<file path="config.mk">
export PLATFORM = sky130hd
export DESIGN_NAME = uart_top
export DESIGN_NICKNAME = d
export VERILOG_FILES = /design/src/rtl/uart_pkg.sv /design/src/rtl/uart_bit_timer.sv /design/src/rtl/uart_tx.sv /design/src/rtl/uart_rx.sv /design/src/rtl/uart_rx_fifo.sv /design/src/rtl/uart_top.sv
export SDC_FILE = /design/constraint.sdc
export NUM_CORES = 1
export LEC_CHECK = 0
export ABC_AREA = 1
export CAP_MARGIN = 0
export CORE_MARGIN = 5
export CORE_UTILIZATION = 55
export CTS_CLUSTER_DIAMETER = 100
export DETAILED_ROUTE_END_ITERATION = 12
export DONT_BUFFER_PORTS = 1
export PLACE_DENSITY = 0.77
export REMOVE_ABC_BUFFERS = 1
export SLEW_MARGIN = 0
export SYNTH_ARGS = -nofsm -noshare
export SYNTH_HDL_FRONTEND = slang
export SYNTH_SLANG_ARGS = --single-unit
export TNS_END_PERCENT = 1
</file>
<file path="constraint.sdc">
create_clock -name clk -period 2.1 [get_ports clk]
set_input_delay 0.42 -clock clk [delete_from_list [all_inputs] [get_ports clk]]
set_output_delay 0.42 -clock clk [all_outputs]
set_load 0.02 [all_outputs]
</file>
<file path="src/rtl/uart_pkg.sv">
package uart_pkg;

    //////////////////////////////////////////////////////////////////////
    // Frame options
    //////////////////////////////////////////////////////////////////////

    // Parity bit rule appended after the data bits
    typedef enum logic [2:0]
    {
        PARITY_NONE  = 3'd0,
        PARITY_EVEN  = 3'd1,
        PARITY_ODD   = 3'd2,
        PARITY_MARK  = 3'd3,
        PARITY_SPACE = 3'd4
    } parity_mode_t;

    //////////////////////////////////////////////////////////////////////
    // Default frame constants
    //////////////////////////////////////////////////////////////////////

    localparam int DEF_CLKS_PER_BIT = 434;  // 50 MHz clock at 115200 baud
    localparam int DEF_DATA_BITS    = 8;
    localparam int DEF_STOP_BITS    = 1;
    localparam int DEF_FIFO_DEPTH   = 16;

    // Widest data field the shift registers support
    localparam int MAX_DATA_BITS    = 9;

endpackage

</file>
<file path="src/rtl/uart_bit_timer.sv">
`timescale 1ns/100ps

module uart_bit_timer
    import uart_pkg::*;
#(
    parameter int CLKS_PER_BIT = DEF_CLKS_PER_BIT
)
(
    input  logic clk,
    input  logic rst,
    input  logic run,
    output logic mid_tick,
    output logic bit_tick
);

    localparam int CNT_W = $clog2(CLKS_PER_BIT);

    logic [CNT_W-1:0] count;

    // Free running within one bit period, parked at zero when idle
    always_ff @(posedge clk)
    begin
        if (rst || !run)
        begin
            count <= '0;
        end
        else if (count == CNT_W'(CLKS_PER_BIT - 1))
        begin
            count <= '0;                            // Wrap into next bit
        end
        else
        begin
            count <= count + 1'b1;
        end
    end

    assign mid_tick = run && (count == CNT_W'(CLKS_PER_BIT / 2));  // Sample point
    assign bit_tick = run && (count == CNT_W'(CLKS_PER_BIT - 1));  // Last cycle of bit

    // Shorter periods leave no room between mid and end strobes
    a_min_period: assert property (@(posedge clk) CLKS_PER_BIT >= 4)
        else $error("CLKS_PER_BIT must be at least 4");

endmodule

</file>
<file path="src/rtl/uart_tx.sv">
`timescale 1ns/100ps

module uart_tx
    import uart_pkg::*;
#(
    parameter int           DATA_BITS = DEF_DATA_BITS,
    parameter parity_mode_t PARITY    = PARITY_EVEN,
    parameter int           STOP_BITS = DEF_STOP_BITS
)
(
    input  logic                 clk,
    input  logic                 rst,
    input  logic                 tx_data_ready,
    input  logic [DATA_BITS-1:0] tx_data,
    output logic                 tx_data_copied,
    output logic                 tx_busy,
    output logic                 tx,
    output logic                 run,
    input  logic                 bit_tick
);

    localparam int CNT_W = $clog2(DATA_BITS);

    localparam logic [2:0] S_IDLE   = 3'd0;
    localparam logic [2:0] S_START  = 3'd1;
    localparam logic [2:0] S_DATA   = 3'd2;
    localparam logic [2:0] S_PARITY = 3'd3;
    localparam logic [2:0] S_STOP   = 3'd4;

    logic [2:0]           state;
    logic [DATA_BITS-1:0] shift;        // Remaining data bits, LSB next
    logic [CNT_W-1:0]     data_cnt;     // Index of bit now on the line
    logic                 stop_cnt;
    logic                 parity_acc;   // XOR of bits sent so far
    logic                 parity_bit;

    always_comb
    begin
        case (PARITY)
            PARITY_EVEN: parity_bit = parity_acc;
            PARITY_ODD:  parity_bit = ~parity_acc;
            PARITY_MARK: parity_bit = 1'b1;
            default:     parity_bit = 1'b0;
        endcase
    end

    assign run = (state != S_IDLE);

    //////////////////////////////////////////////////////////////////////
    // Frame sequencer
    //////////////////////////////////////////////////////////////////////

    always_ff @(posedge clk)
    begin
        if (rst)
        begin
            state          <= S_IDLE;
            tx             <= 1'b1;
            tx_busy        <= 1'b0;
            tx_data_copied <= 1'b0;
            data_cnt       <= '0;
            stop_cnt       <= 1'b0;
            parity_acc     <= 1'b0;
        end
        else
        begin
            tx_data_copied <= 1'b0;
            case (state)
                S_IDLE:
                begin
                    tx      <= 1'b1;
                    tx_busy <= 1'b0;
                    if (tx_data_ready)
                    begin
                        shift          <= tx_data;
                        tx             <= 1'b0;         // Start bit
                        tx_busy        <= 1'b1;
                        tx_data_copied <= 1'b1;
                        state          <= S_START;
                    end
                end
                S_START:
                begin
                    if (bit_tick)
                    begin
                        tx         <= shift[0];
                        parity_acc <= shift[0];
                        shift      <= shift >> 1;
                        data_cnt   <= '0;
                        state      <= S_DATA;
                    end
                end
                S_DATA:
                begin
                    if (bit_tick)
                    begin
                        if (data_cnt == CNT_W'(DATA_BITS - 1))
                        begin
                            if (PARITY == PARITY_NONE)
                            begin
                                tx       <= 1'b1;
                                stop_cnt <= 1'b0;
                                state    <= S_STOP;
                            end
                            else
                            begin
                                tx    <= parity_bit;
                                state <= S_PARITY;
                            end
                        end
                        else
                        begin
                            tx         <= shift[0];
                            parity_acc <= parity_acc ^ shift[0];
                            shift      <= shift >> 1;
                            data_cnt   <= data_cnt + 1'b1;
                        end
                    end
                end
                S_PARITY:
                begin
                    if (bit_tick)
                    begin
                        tx       <= 1'b1;
                        stop_cnt <= 1'b0;
                        state    <= S_STOP;
                    end
                end
                S_STOP:
                begin
                    if (bit_tick)
                    begin
                        if (stop_cnt == 1'(STOP_BITS - 1))
                        begin
                            state <= S_IDLE;        // Busy drops one cycle later
                        end
                        else
                        begin
                            stop_cnt <= 1'b1;
                        end
                    end
                end
                default:
                begin
                    state <= S_IDLE;
                end
            endcase
        end
    end

    a_params: assert property (@(posedge clk)
        DATA_BITS >= 5 && DATA_BITS <= MAX_DATA_BITS && STOP_BITS inside {1, 2});
    a_copied_pulse: assert property (@(posedge clk) disable iff (rst)
        tx_data_copied |=> !tx_data_copied);
    a_line_idle: assert property (@(posedge clk) disable iff (rst) !tx_busy |-> tx);

endmodule

</file>
<file path="src/rtl/uart_rx.sv">
`timescale 1ns/100ps

module uart_rx
    import uart_pkg::*;
#(
    parameter int           DATA_BITS = DEF_DATA_BITS,
    parameter parity_mode_t PARITY    = PARITY_EVEN
)
(
    input  logic                 clk,
    input  logic                 rst,
    input  logic                 rx,
    output logic                 run,
    input  logic                 mid_tick,
    output logic                 push,
    output logic [DATA_BITS-1:0] push_data,
    output logic                 rx_err
);

    localparam int CNT_W = $clog2(DATA_BITS);

    localparam logic [2:0] S_IDLE   = 3'd0;
    localparam logic [2:0] S_START  = 3'd1;
    localparam logic [2:0] S_DATA   = 3'd2;
    localparam logic [2:0] S_PARITY = 3'd3;
    localparam logic [2:0] S_STOP   = 3'd4;

    logic                 rx_meta;
    logic                 rx_sync;
    logic                 rx_prev;      // For falling edge detect
    logic [2:0]           state;
    logic [DATA_BITS-1:0] shift;
    logic [CNT_W-1:0]     data_cnt;
    logic                 parity_acc;
    logic                 parity_bad;
    logic                 parity_exp;

    //////////////////////////////////////////////////////////////////////
    // Line synchronizer
    //////////////////////////////////////////////////////////////////////

    always_ff @(posedge clk)
    begin
        if (rst)
        begin
            rx_meta <= 1'b1;
            rx_sync <= 1'b1;
            rx_prev <= 1'b1;
        end
        else
        begin
            rx_meta <= rx;
            rx_sync <= rx_meta;
            rx_prev <= rx_sync;
        end
    end

    always_comb
    begin
        case (PARITY)
            PARITY_EVEN: parity_exp = parity_acc;
            PARITY_ODD:  parity_exp = ~parity_acc;
            PARITY_MARK: parity_exp = 1'b1;
            default:     parity_exp = 1'b0;
        endcase
    end

    assign run       = (state != S_IDLE);
    assign push_data = shift;

    //////////////////////////////////////////////////////////////////////
    // Frame sampler
    //////////////////////////////////////////////////////////////////////

    always_ff @(posedge clk)
    begin
        if (rst)
        begin
            state      <= S_IDLE;
            data_cnt   <= '0;
            parity_acc <= 1'b0;
            parity_bad <= 1'b0;
            push       <= 1'b0;
            rx_err     <= 1'b0;
        end
        else
        begin
            push   <= 1'b0;
            rx_err <= 1'b0;
            case (state)
                S_IDLE:
                begin
                    parity_acc <= 1'b0;
                    parity_bad <= 1'b0;
                    if (rx_prev && !rx_sync)    // Needs a high line before each start
                    begin
                        state <= S_START;
                    end
                end
                S_START:
                begin
                    if (mid_tick)
                    begin
                        data_cnt <= '0;
                        // Glitch shorter than half a bit is dropped quietly
                        state    <= rx_sync ? S_IDLE : S_DATA;
                    end
                end
                S_DATA:
                begin
                    if (mid_tick)
                    begin
                        shift      <= {rx_sync, shift[DATA_BITS-1:1]};  // LSB first
                        parity_acc <= parity_acc ^ rx_sync;
                        data_cnt   <= data_cnt + 1'b1;
                        if (data_cnt == CNT_W'(DATA_BITS - 1))
                        begin
                            state <= (PARITY == PARITY_NONE) ? S_STOP : S_PARITY;
                        end
                    end
                end
                S_PARITY:
                begin
                    if (mid_tick)
                    begin
                        parity_bad <= (rx_sync != parity_exp);
                        state      <= S_STOP;
                    end
                end
                S_STOP:
                begin
                    if (mid_tick)
                    begin
                        if (rx_sync && !parity_bad)
                        begin
                            push <= 1'b1;
                        end
                        else
                        begin
                            rx_err <= 1'b1;     // Bad parity or framing
                        end
                        state <= S_IDLE;
                    end
                end
                default:
                begin
                    state <= S_IDLE;
                end
            endcase
        end
    end

    a_params: assert property (@(posedge clk) DATA_BITS >= 5 && DATA_BITS <= MAX_DATA_BITS);
    a_one_outcome: assert property (@(posedge clk) disable iff (rst) !(push && rx_err));

endmodule

</file>
<file path="src/rtl/uart_rx_fifo.sv">
`timescale 1ns/100ps

module uart_rx_fifo
    import uart_pkg::*;
#(
    parameter int DATA_BITS  = DEF_DATA_BITS,
    parameter int FIFO_DEPTH = DEF_FIFO_DEPTH
)
(
    input  logic                 clk,
    input  logic                 rst,
    input  logic                 push,
    input  logic [DATA_BITS-1:0] push_data,
    input  logic                 pop,
    output logic [DATA_BITS-1:0] pop_data,
    output logic                 not_empty,
    output logic                 overrun
);

    localparam int ADDR_W = $clog2(FIFO_DEPTH);

    logic [DATA_BITS-1:0] mem [FIFO_DEPTH];
    logic [ADDR_W-1:0]    wr_ptr;
    logic [ADDR_W-1:0]    rd_ptr;
    logic [ADDR_W:0]      count;
    logic                 full;
    logic                 do_push;
    logic                 do_pop;

    assign full      = (count == (ADDR_W + 1)'(FIFO_DEPTH));
    assign not_empty = (count != '0);
    assign do_push   = push && !full;      // Full buffer drops the byte
    assign do_pop    = pop && not_empty;
    assign pop_data  = mem[rd_ptr];        // Oldest entry shown ahead of the pop

    always_ff @(posedge clk)
    begin
        if (do_push)
        begin
            mem[wr_ptr] <= push_data;
        end
    end

    //////////////////////////////////////////////////////////////////////
    // Pointers and occupancy
    //////////////////////////////////////////////////////////////////////

    always_ff @(posedge clk)
    begin
        if (rst)
        begin
            wr_ptr  <= '0;
            rd_ptr  <= '0;
            count   <= '0;
            overrun <= 1'b0;
        end
        else
        begin
            overrun <= push && full;
            if (do_push)
            begin
                wr_ptr <= wr_ptr + 1'b1;   // Wraps at power-of-two depth
            end
            if (do_pop)
            begin
                rd_ptr <= rd_ptr + 1'b1;
            end
            case ({do_push, do_pop})
                2'b10:   count <= count + 1'b1;
                2'b01:   count <= count - 1'b1;
                default: count <= count;
            endcase
        end
    end

    a_params: assert property (@(posedge clk) FIFO_DEPTH >= 2 &&
        (FIFO_DEPTH & (FIFO_DEPTH - 1)) == 0 && DATA_BITS <= MAX_DATA_BITS);
    a_count_bound: assert property (@(posedge clk) disable iff (rst)
        count <= (ADDR_W + 1)'(FIFO_DEPTH));

endmodule

</file>
<file path="src/rtl/uart_top.sv">
`timescale 1ns/100ps

module uart_top
    import uart_pkg::*;
#(
    parameter int           CLKS_PER_BIT = DEF_CLKS_PER_BIT,
    parameter int           DATA_BITS    = DEF_DATA_BITS,
    parameter parity_mode_t PARITY       = PARITY_EVEN,
    parameter int           STOP_BITS    = DEF_STOP_BITS,
    parameter int           FIFO_DEPTH   = DEF_FIFO_DEPTH
)
(
    input  logic                 clk,
    input  logic                 rst,
    input  logic                 rx,
    output logic                 tx,
    input  logic                 rx_read,
    output logic [DATA_BITS-1:0] rx_data,
    output logic                 rx_avail,
    output logic                 rx_err,
    output logic                 rx_overrun,
    input  logic                 tx_data_ready,
    input  logic [DATA_BITS-1:0] tx_data,
    output logic                 tx_data_copied,
    output logic                 tx_busy
);

    logic                 tx_run;
    logic                 tx_bit_tick;
    logic                 rx_run;
    logic                 rx_mid_tick;
    logic                 rx_push;
    logic [DATA_BITS-1:0] rx_push_data;

    // Transmit path, strobed at the end of each bit
    uart_bit_timer #(.CLKS_PER_BIT(CLKS_PER_BIT)) u_tx_timer
    (
        .clk      (clk),
        .rst      (rst),
        .run      (tx_run),
        .mid_tick (),
        .bit_tick (tx_bit_tick)
    );

    uart_tx #(.DATA_BITS(DATA_BITS), .PARITY(PARITY), .STOP_BITS(STOP_BITS)) u_tx
    (
        .clk            (clk),
        .rst            (rst),
        .tx_data_ready  (tx_data_ready),
        .tx_data        (tx_data),
        .tx_data_copied (tx_data_copied),
        .tx_busy        (tx_busy),
        .tx             (tx),
        .run            (tx_run),
        .bit_tick       (tx_bit_tick)
    );

    // Receive path, sampled mid bit
    uart_bit_timer #(.CLKS_PER_BIT(CLKS_PER_BIT)) u_rx_timer
    (
        .clk      (clk),
        .rst      (rst),
        .run      (rx_run),
        .mid_tick (rx_mid_tick),
        .bit_tick ()
    );

    uart_rx #(.DATA_BITS(DATA_BITS), .PARITY(PARITY)) u_rx
    (
        .clk       (clk),
        .rst       (rst),
        .rx        (rx),
        .run       (rx_run),
        .mid_tick  (rx_mid_tick),
        .push      (rx_push),
        .push_data (rx_push_data),
        .rx_err    (rx_err)
    );

    uart_rx_fifo #(.DATA_BITS(DATA_BITS), .FIFO_DEPTH(FIFO_DEPTH)) u_rx_fifo
    (
        .clk       (clk),
        .rst       (rst),
        .push      (rx_push),
        .push_data (rx_push_data),
        .pop       (rx_read),
        .pop_data  (rx_data),
        .not_empty (rx_avail),
        .overrun   (rx_overrun)
    );

endmodule

</file>
==> out/qor.csv, run 1 <==
metric,value,unit
status,"finished, violations left",
violated checks,setup timing,
WS Path Type,flop to output port,
HPWL Detailed,11.40,mm
initial antenna violation count,0,
critical-path cell list,"buf_12, buf_12, buf_16, o21ai_1, o21ai_1, o211ai_1, nand2_2",
static leakage,3.643,nW
DR vias/cell,5.575,
WP data arrival,1.84,ns
number of detailed-route iterations in the first pass,5,
crit path time final,2.260,ns
antenna fix cells,0,
Final setup viols,8,
Final WS setup,-0.1599,ns
# nets final,831,
peak supply drop,0.0006765,V
largest net degree at the start of global routing,33,
Filler cells,1141,
Clock Tree Buf Depth,3,
Critical Path Slowest Stage Cell,dfxtp_4,
total grt overflow,0,
cell taking the most area after synthesis,edfxtp_1,
row count,45,
Clock Sinks,203,
CORE AREA,15310,sq um
max-cap violations,0,
Final Slew Violations,0,
vias post-DR,5731,
"most common cell after layout, fill and taps aside",edfxtp_1,
Worst Max-Slew Pin Slew,0.6892,ns
Remaining DRCs,0,
f_max,0.4425,GHz
CP max stage delay,0.37,ns
"Distinct cells, synth",48,
Final Instance Area,9976,sq um
routability-driven placement congestion ratio,0.8223,
chip height,135.5,microns
"Seq/Total Area, Yosys",0.6357,
"CP delay by family, top",compound AO/OA/AOI/OAI gates,
detailed-route wire length,17.53,mm
Synth warnings,0,
Crit Path Max Fanout,11,
flop and latch count out of synthesis,203,
"antenna viol nets, final",0,
"Cell Area, Synth",8661,sq um
Hold Crit Class,primary input to flop,
Power per Cell Area,1125,nW/um^2
All-Layer GR Usage,0.1949,
part of the cycle the worst path needs,1.076,
vias in the first global route,5715,
Port Buffer Count,0,
area fraction of the dominant cell type after synthesis,0.4993,
Hold Path Depth,1,
WP depth,7,
"Hold Vio Cnt, Final",0,
kind of end point of the critical path,output port,
clk root buf,clkbuf_16,
initial core utilization,0.5655,
Synth Instances,769,
DRT iter0 DRCs,400,
Rel. slew slack,0.5390,
R2R depth,14,
Worst-Skew Late Latency,0.48,ns
proportion of layout cells with a drive suffix above 1,0.1750,
Area Growth Syn to Fin,15.18,%
CTS Buf Count,21,
first-pass GRT wire length,28.57,mm
Synth Area per Inst,11.26,sq um
I/O pins,27,
Critical Path Start Type,flop,
die area,18360,sq um
skew final,0.008390,ns
H-tree depth,1,
die width,135.5,microns
TritonCTS clock tree,built,
"Data required, critical path",1.68,ns
DR WL/cell,17.05,microns
"commonest cells after routing, fill and taps aside","edfxtp_1, inv_1, nand2_1, nor2_1, dfxtp_1",
RSZ-0062 raised after global routing,true,
Finished Core Util,0.6514,
Placed Area,9057,sq um
WP buf/inv,3,
clock-pin transition on the worst setup and hold timing paths,0.06,ns
ranking of synthesized cells by area,"edfxtp_1, dfxtp_1, mux2i_1",
-- metrics by stage --
stage,setup slack [ns],instances,TNS [ns],hold WS (ns),power (mW)
after floorplan,-1.209,741,-9.621,0.3895,6.575
after global placement,0.1393,982,0,0.3936,7.151
after global routing,-0.2473,1028,-1.750,0.02285,11.80
final,-0.1599,1028,-1.045,0.04277,11.23
after CTS,-0.1433,1026,-0.9980,0.02214,11.16
after detailed placement,0.001315,982,0,0.3941,7.293
-- area by class of cell --
class | instances | area [sq um] | area share
clock inverters | 14 | 122.6 | 0.01229
well taps | 211 | 264.0 | 0.02646
repair buffers | 39 | 431.7 | 0.04327
multi-input cells | 455 | 2785 | 0.2792
flip-flops and latches | 203 | 5510 | 0.5524
inverters | 83 | 319.1 | 0.03198
clock buffers | 23 | 543.0 | 0.05443
-- layer usage --
metal	track usage	share of wire	up-vias
li1	-	-	2758
met1	0.2489	0.41	2725
met2	0.3407	0.50	205
met3	0.03195	0.065	43
met4	0.06271	0.025	0
met5	0	0	-
-- state kept, by name (all words and copies together) (netlist names), 3 cells and up, named ones only --
name	cells
u_rx.state	3
u_tx.data_cnt	3
u_rx_timer.count	9
u_tx.state	3
u_rx_fifo.rd_ptr	4
u_tx_timer.count	9
u_rx_fifo.mem	128
u_tx.shift	8
u_rx.push_data	8
u_rx_fifo.count	5
u_rx_fifo.wr_ptr	4
u_rx.data_cnt	3
-- power breakdown --
part	internal [mW]	switching, mW
clock network	2.11	1.44
logic	1.28	1.83
registers	4.40	0.170
total	7.79	3.44
-- path summary, 6_finish.rpt --
path,startpoint,to,slack (ns)
worst min-delay path,rst,u_rx.rx_sync,0.04
worst min register to register,u_rx.rx_meta,u_rx.rx_sync,0.41
worst max register to register,u_rx_fifo.count[3],u_rx_fifo.count[4],0.13
worst max-delay path,flop,rx_data[5],-0.16
-- cells in the mapped netlist (all sizes together) --
library cell and instances:
a21oi 62, a2bb2oi 1, a311oi 1, a31oi 1, and2 1, buf 12, clkbuf 16, dfxtp 59
edfxtp 144, ha 15, inv 83, mux2i 32, nand2 94, nand3 33, nand3b 1, nand4 10
nor2 79, nor3 7, nor3b 6, o211a 1, o211ai 32, o21a 3, o21ai 59, o21bai 2
o31ai 1, or2 4, or4 1, xnor2 4, xor2 5
-- kinds of logic (layout without fill, tap and decap cells) --
family / Yosys count / in the layout / synth area share
AO/OA/AOI/OAI: 163 / 163 / 0.1089
XOR/XNOR: 9 / 9 / 0.009101
adder cells (fa/ha/maj): 15 / 15 / 0.02167
buffers and inverters: 111 / 159 / 0.05374
flip-flops: 203 / 203 / 0.6357
multiplexers: 32 / 32 / 0.03698
AND/OR/NAND/NOR: 236 / 236 / 0.1339
-- timing repair --
action,4_1_cts,5_1_grt
endpoints found under the setup margin,10,11
gates resized for setup,37,10
hold buffers,1,0
cloned,1,1
buffers inserted,5,1
pin swaps,20,7
endpoints found under the hold margin,14,0
-- worst reg2reg max path, stage by stage (launching register included) --
cell	delay [ns]
dfxtp_1	0.35
nor2_2	0.18
nand3_2	0.12
nand2_4	0.13
inv_6	0.06
ha_4	0.19
xor2_2	0.16
ha_1	0.19
inv_1	0.06
nand2_2	0.09
nand2_2	0.07
nand3_1	0.08
nand2_1	0.05
nor2_1	0.10
nor2_1	0.04
No activity file was read; power rests on OpenSTA's default activity.
==> run 2: changes to the inputs <==
PLACE_DENSITY = 0.83   (was 0.77)
REMOVE_ABC_BUFFERS = not set   (was 1)
clock period = 1.9 ns   (was 2.1 ns; I/O delays follow)
==> out/qor.csv, run 2 (synthesis gave the netlist of run 1 again) <==
metric,value,unit
peak supply drop,0.0009567,V
die area,18360,sq um
Hold Crit Class,primary input to flop,
Psw,3.902,mW
number of detailed-route iterations in the first pass,6,
first-pass GRT wire length,29.03,mm
Area Growth Syn to Fin,16.18,%
die width,135.5,microns
All-Layer GR Usage,0.1985,
metal3 WL,1.247,mm
"Data required, critical path",1.52,ns
Clock Sinks,203,
clk root buf,clkbuf_16,
Max Used Layer,met4,
part of the cycle the worst path needs,1.204,
wl on met1,7.390,mm
clock-pin transition on the worst setup and hold timing paths,0.06,ns
R2R depth,14,
CORE AREA,15310,sq um
Combinational Power Share,0.284,
Crit Path Max Fanout,6,
I/O pins,27,
violated checks,setup timing,
Critical Path Start Type,flop,
static leakage,3.665,nW
RSZ-0062 raised after global routing,true,
vias in the first global route,5744,
Remaining DRCs,0,
critical-path cell list,"buf_8, buf_4, a21oi_1, o21ai_0, o211ai_1, nand3_2, nand2_2",
row count,45,
WP data arrival,1.91,ns
HPWL Detailed,11.23,mm
TritonCTS clock tree,built,
max FFs per register,128,
cell-internal power,8.720,mW
Hold Path Depth,1,
metal2 WL,8.888,mm
crit path time final,2.287,ns
"commonest cells after routing, fill and taps aside","edfxtp_1, inv_1, nand2_1, nor2_1, dfxtp_1",
"most common cell after layout, fill and taps aside",edfxtp_1,
R2R Path End,u_rx_fifo.count[4],
Worst-Skew Late Latency,0.49,ns
H-tree depth,1,
kind of end point of the critical path,output port,
post-route insts no fill,1034,
DRT iter0 DRCs,549,
WS Path Type,flop to output port,
Final Slew Violations,0,
CP max stage delay,0.39,ns
Flop pwr share,0.403,
chip height,135.5,microns
total grt overflow,0,
Final setup viols,8,
Net Sw Frac,0.3092,
Inst Count DP,985,
Critical Path Slowest Stage Cell,dfxtp_4,
routability-driven placement congestion ratio,0.8380,
Clk pwr share,0.312,
f_max,0.4372,GHz
"Hold Vio Cnt, Final",0,
largest net degree at the start of global routing,25,
CTS Buf Count,21,
Clock Tree Buf Depth,3,
status,"finished, violations left",
Reg with most FFs,u_rx_fifo.mem,
DR vias/cell,5.605,
# nets final,837,
Hold Path End,u_tx.tx_busy,
DR WL/cell,17.55,microns
Rel. slew slack,0.5002,
Power per Cell Area,1254,nW/um^2
antenna fix cells,0,
proportion of layout cells with a drive suffix above 1,0.1835,
initial antenna violation count,0,
vias post-DR,5796,
"antenna viol nets, final",0,
initial core utilization,0.5655,
max-cap violations,0,
Largest regs,"u_rx_fifo.mem (128), u_rx_timer.count (9), u_tx_timer.count (9)",
Worst Max-Slew Pin Slew,0.7496,ns
Hold Slack,0.01736,ns
worst min-delay path startpoint,rst,
Critical R2R Launch,u_rx_fifo.count[4],
"Net Count, Synth",797,
Final WS setup,-0.3874,ns
Port Buffer Count,0,
R2R setup slack,0.05,ns
skew final,0.01055,ns
detailed-route wire length,18.14,mm
## run 2: changes by cell type in the layout (fill, tap and decap cells not counted), sizes merged
cell	delta
buf	+5
clkinv	-5
clkbuf	+4
dlygate4sd3	+1
inv	+1
## run 2: how the worst max path moves through the flow
stage                             startpoint            endpoint  slack, ns  cells past startpoint
after floorplan           u_rx_fifo.count[1]  u_rx_fifo.count[2]     0.0002                     13
after global placement    u_rx_fifo.count[1]  u_rx_fifo.count[4]       0.11                     14
after detailed placement  u_rx_fifo.count[1]  u_rx_fifo.count[4]       0.08                     14
after CTS                               flop          rx_data[3]      -0.35                      7
after global routing                    flop          rx_data[7]      -0.44                      7
final                                   flop          rx_data[7]      -0.39                      7
## run 2: critical path: cells and delay by family, from the launching register on
kind | cells | cell delay (ns)
DFF | 1 | 0.39
buffers and inverters | 2 | 0.29
AOI/OAI and AO/OA | 3 | 0.38
and+or+nand+nor | 2 | 0.34
## run 2: power by group through the flow
stage	registers, mW	clock network, mW	logic, mW
6_report	5.09	3.94	3.59
3_5_place_dp	5.20	0	2.97
3_3_place_gp	5.19	0	2.88
5_1_grt	5.11	4.17	3.90
4_1_cts	5.07	4.00	3.43
2_1_floorplan	5.09	0	2.38
## run 2: metrics by stage
step	util	power (mW)	cell area (sq um)	setup TNS, ns	worst slack [ns]
global route	0.6570	13.19	10060	-3.388	-0.4355
global placement	0.5958	8.067	9125	0	0.1105
detailed placement	0.5958	8.165	9125	0	0.07528
CTS	0.6532	12.51	10000	-2.649	-0.3460
floorplan	-	7.473	8715	0	0.0001695
finish	0.6570	12.62	10060	-2.754	-0.3874
## run 2: layout make-up
type                    count  area (sq um)
repair buffers             45         476.7
inverters                  83         319.1
multi-input cells         455          2819
clock buffers              27         558.0
flip-flops and latches    203          5517
clock inverters            10         108.9
fillers                  1112          5253
well taps                 211         264.0
## run 2: timing repair
| action | in CTS | in global routing |
|---|---|---|
| setup endpoints to repair | 8 | 11 |
| gates cloned | 2 | 1 |
| setup buffers | 7 | 0 |
| hold buffers | 2 | 0 |
| pin swaps | 20 | 18 |
| endpoints found under the hold margin | 17 | 0 |
| resized for setup | 44 | 12 |
## run 2: routing by layer
layer | vias to the layer above | track usage
li1 | 2786 | -
met1 | 2753 | 0.2493
met2 | 205 | 0.3404
met3 | 52 | 0.03678
met4 | 0 | 0.08007
met5 | - | 0
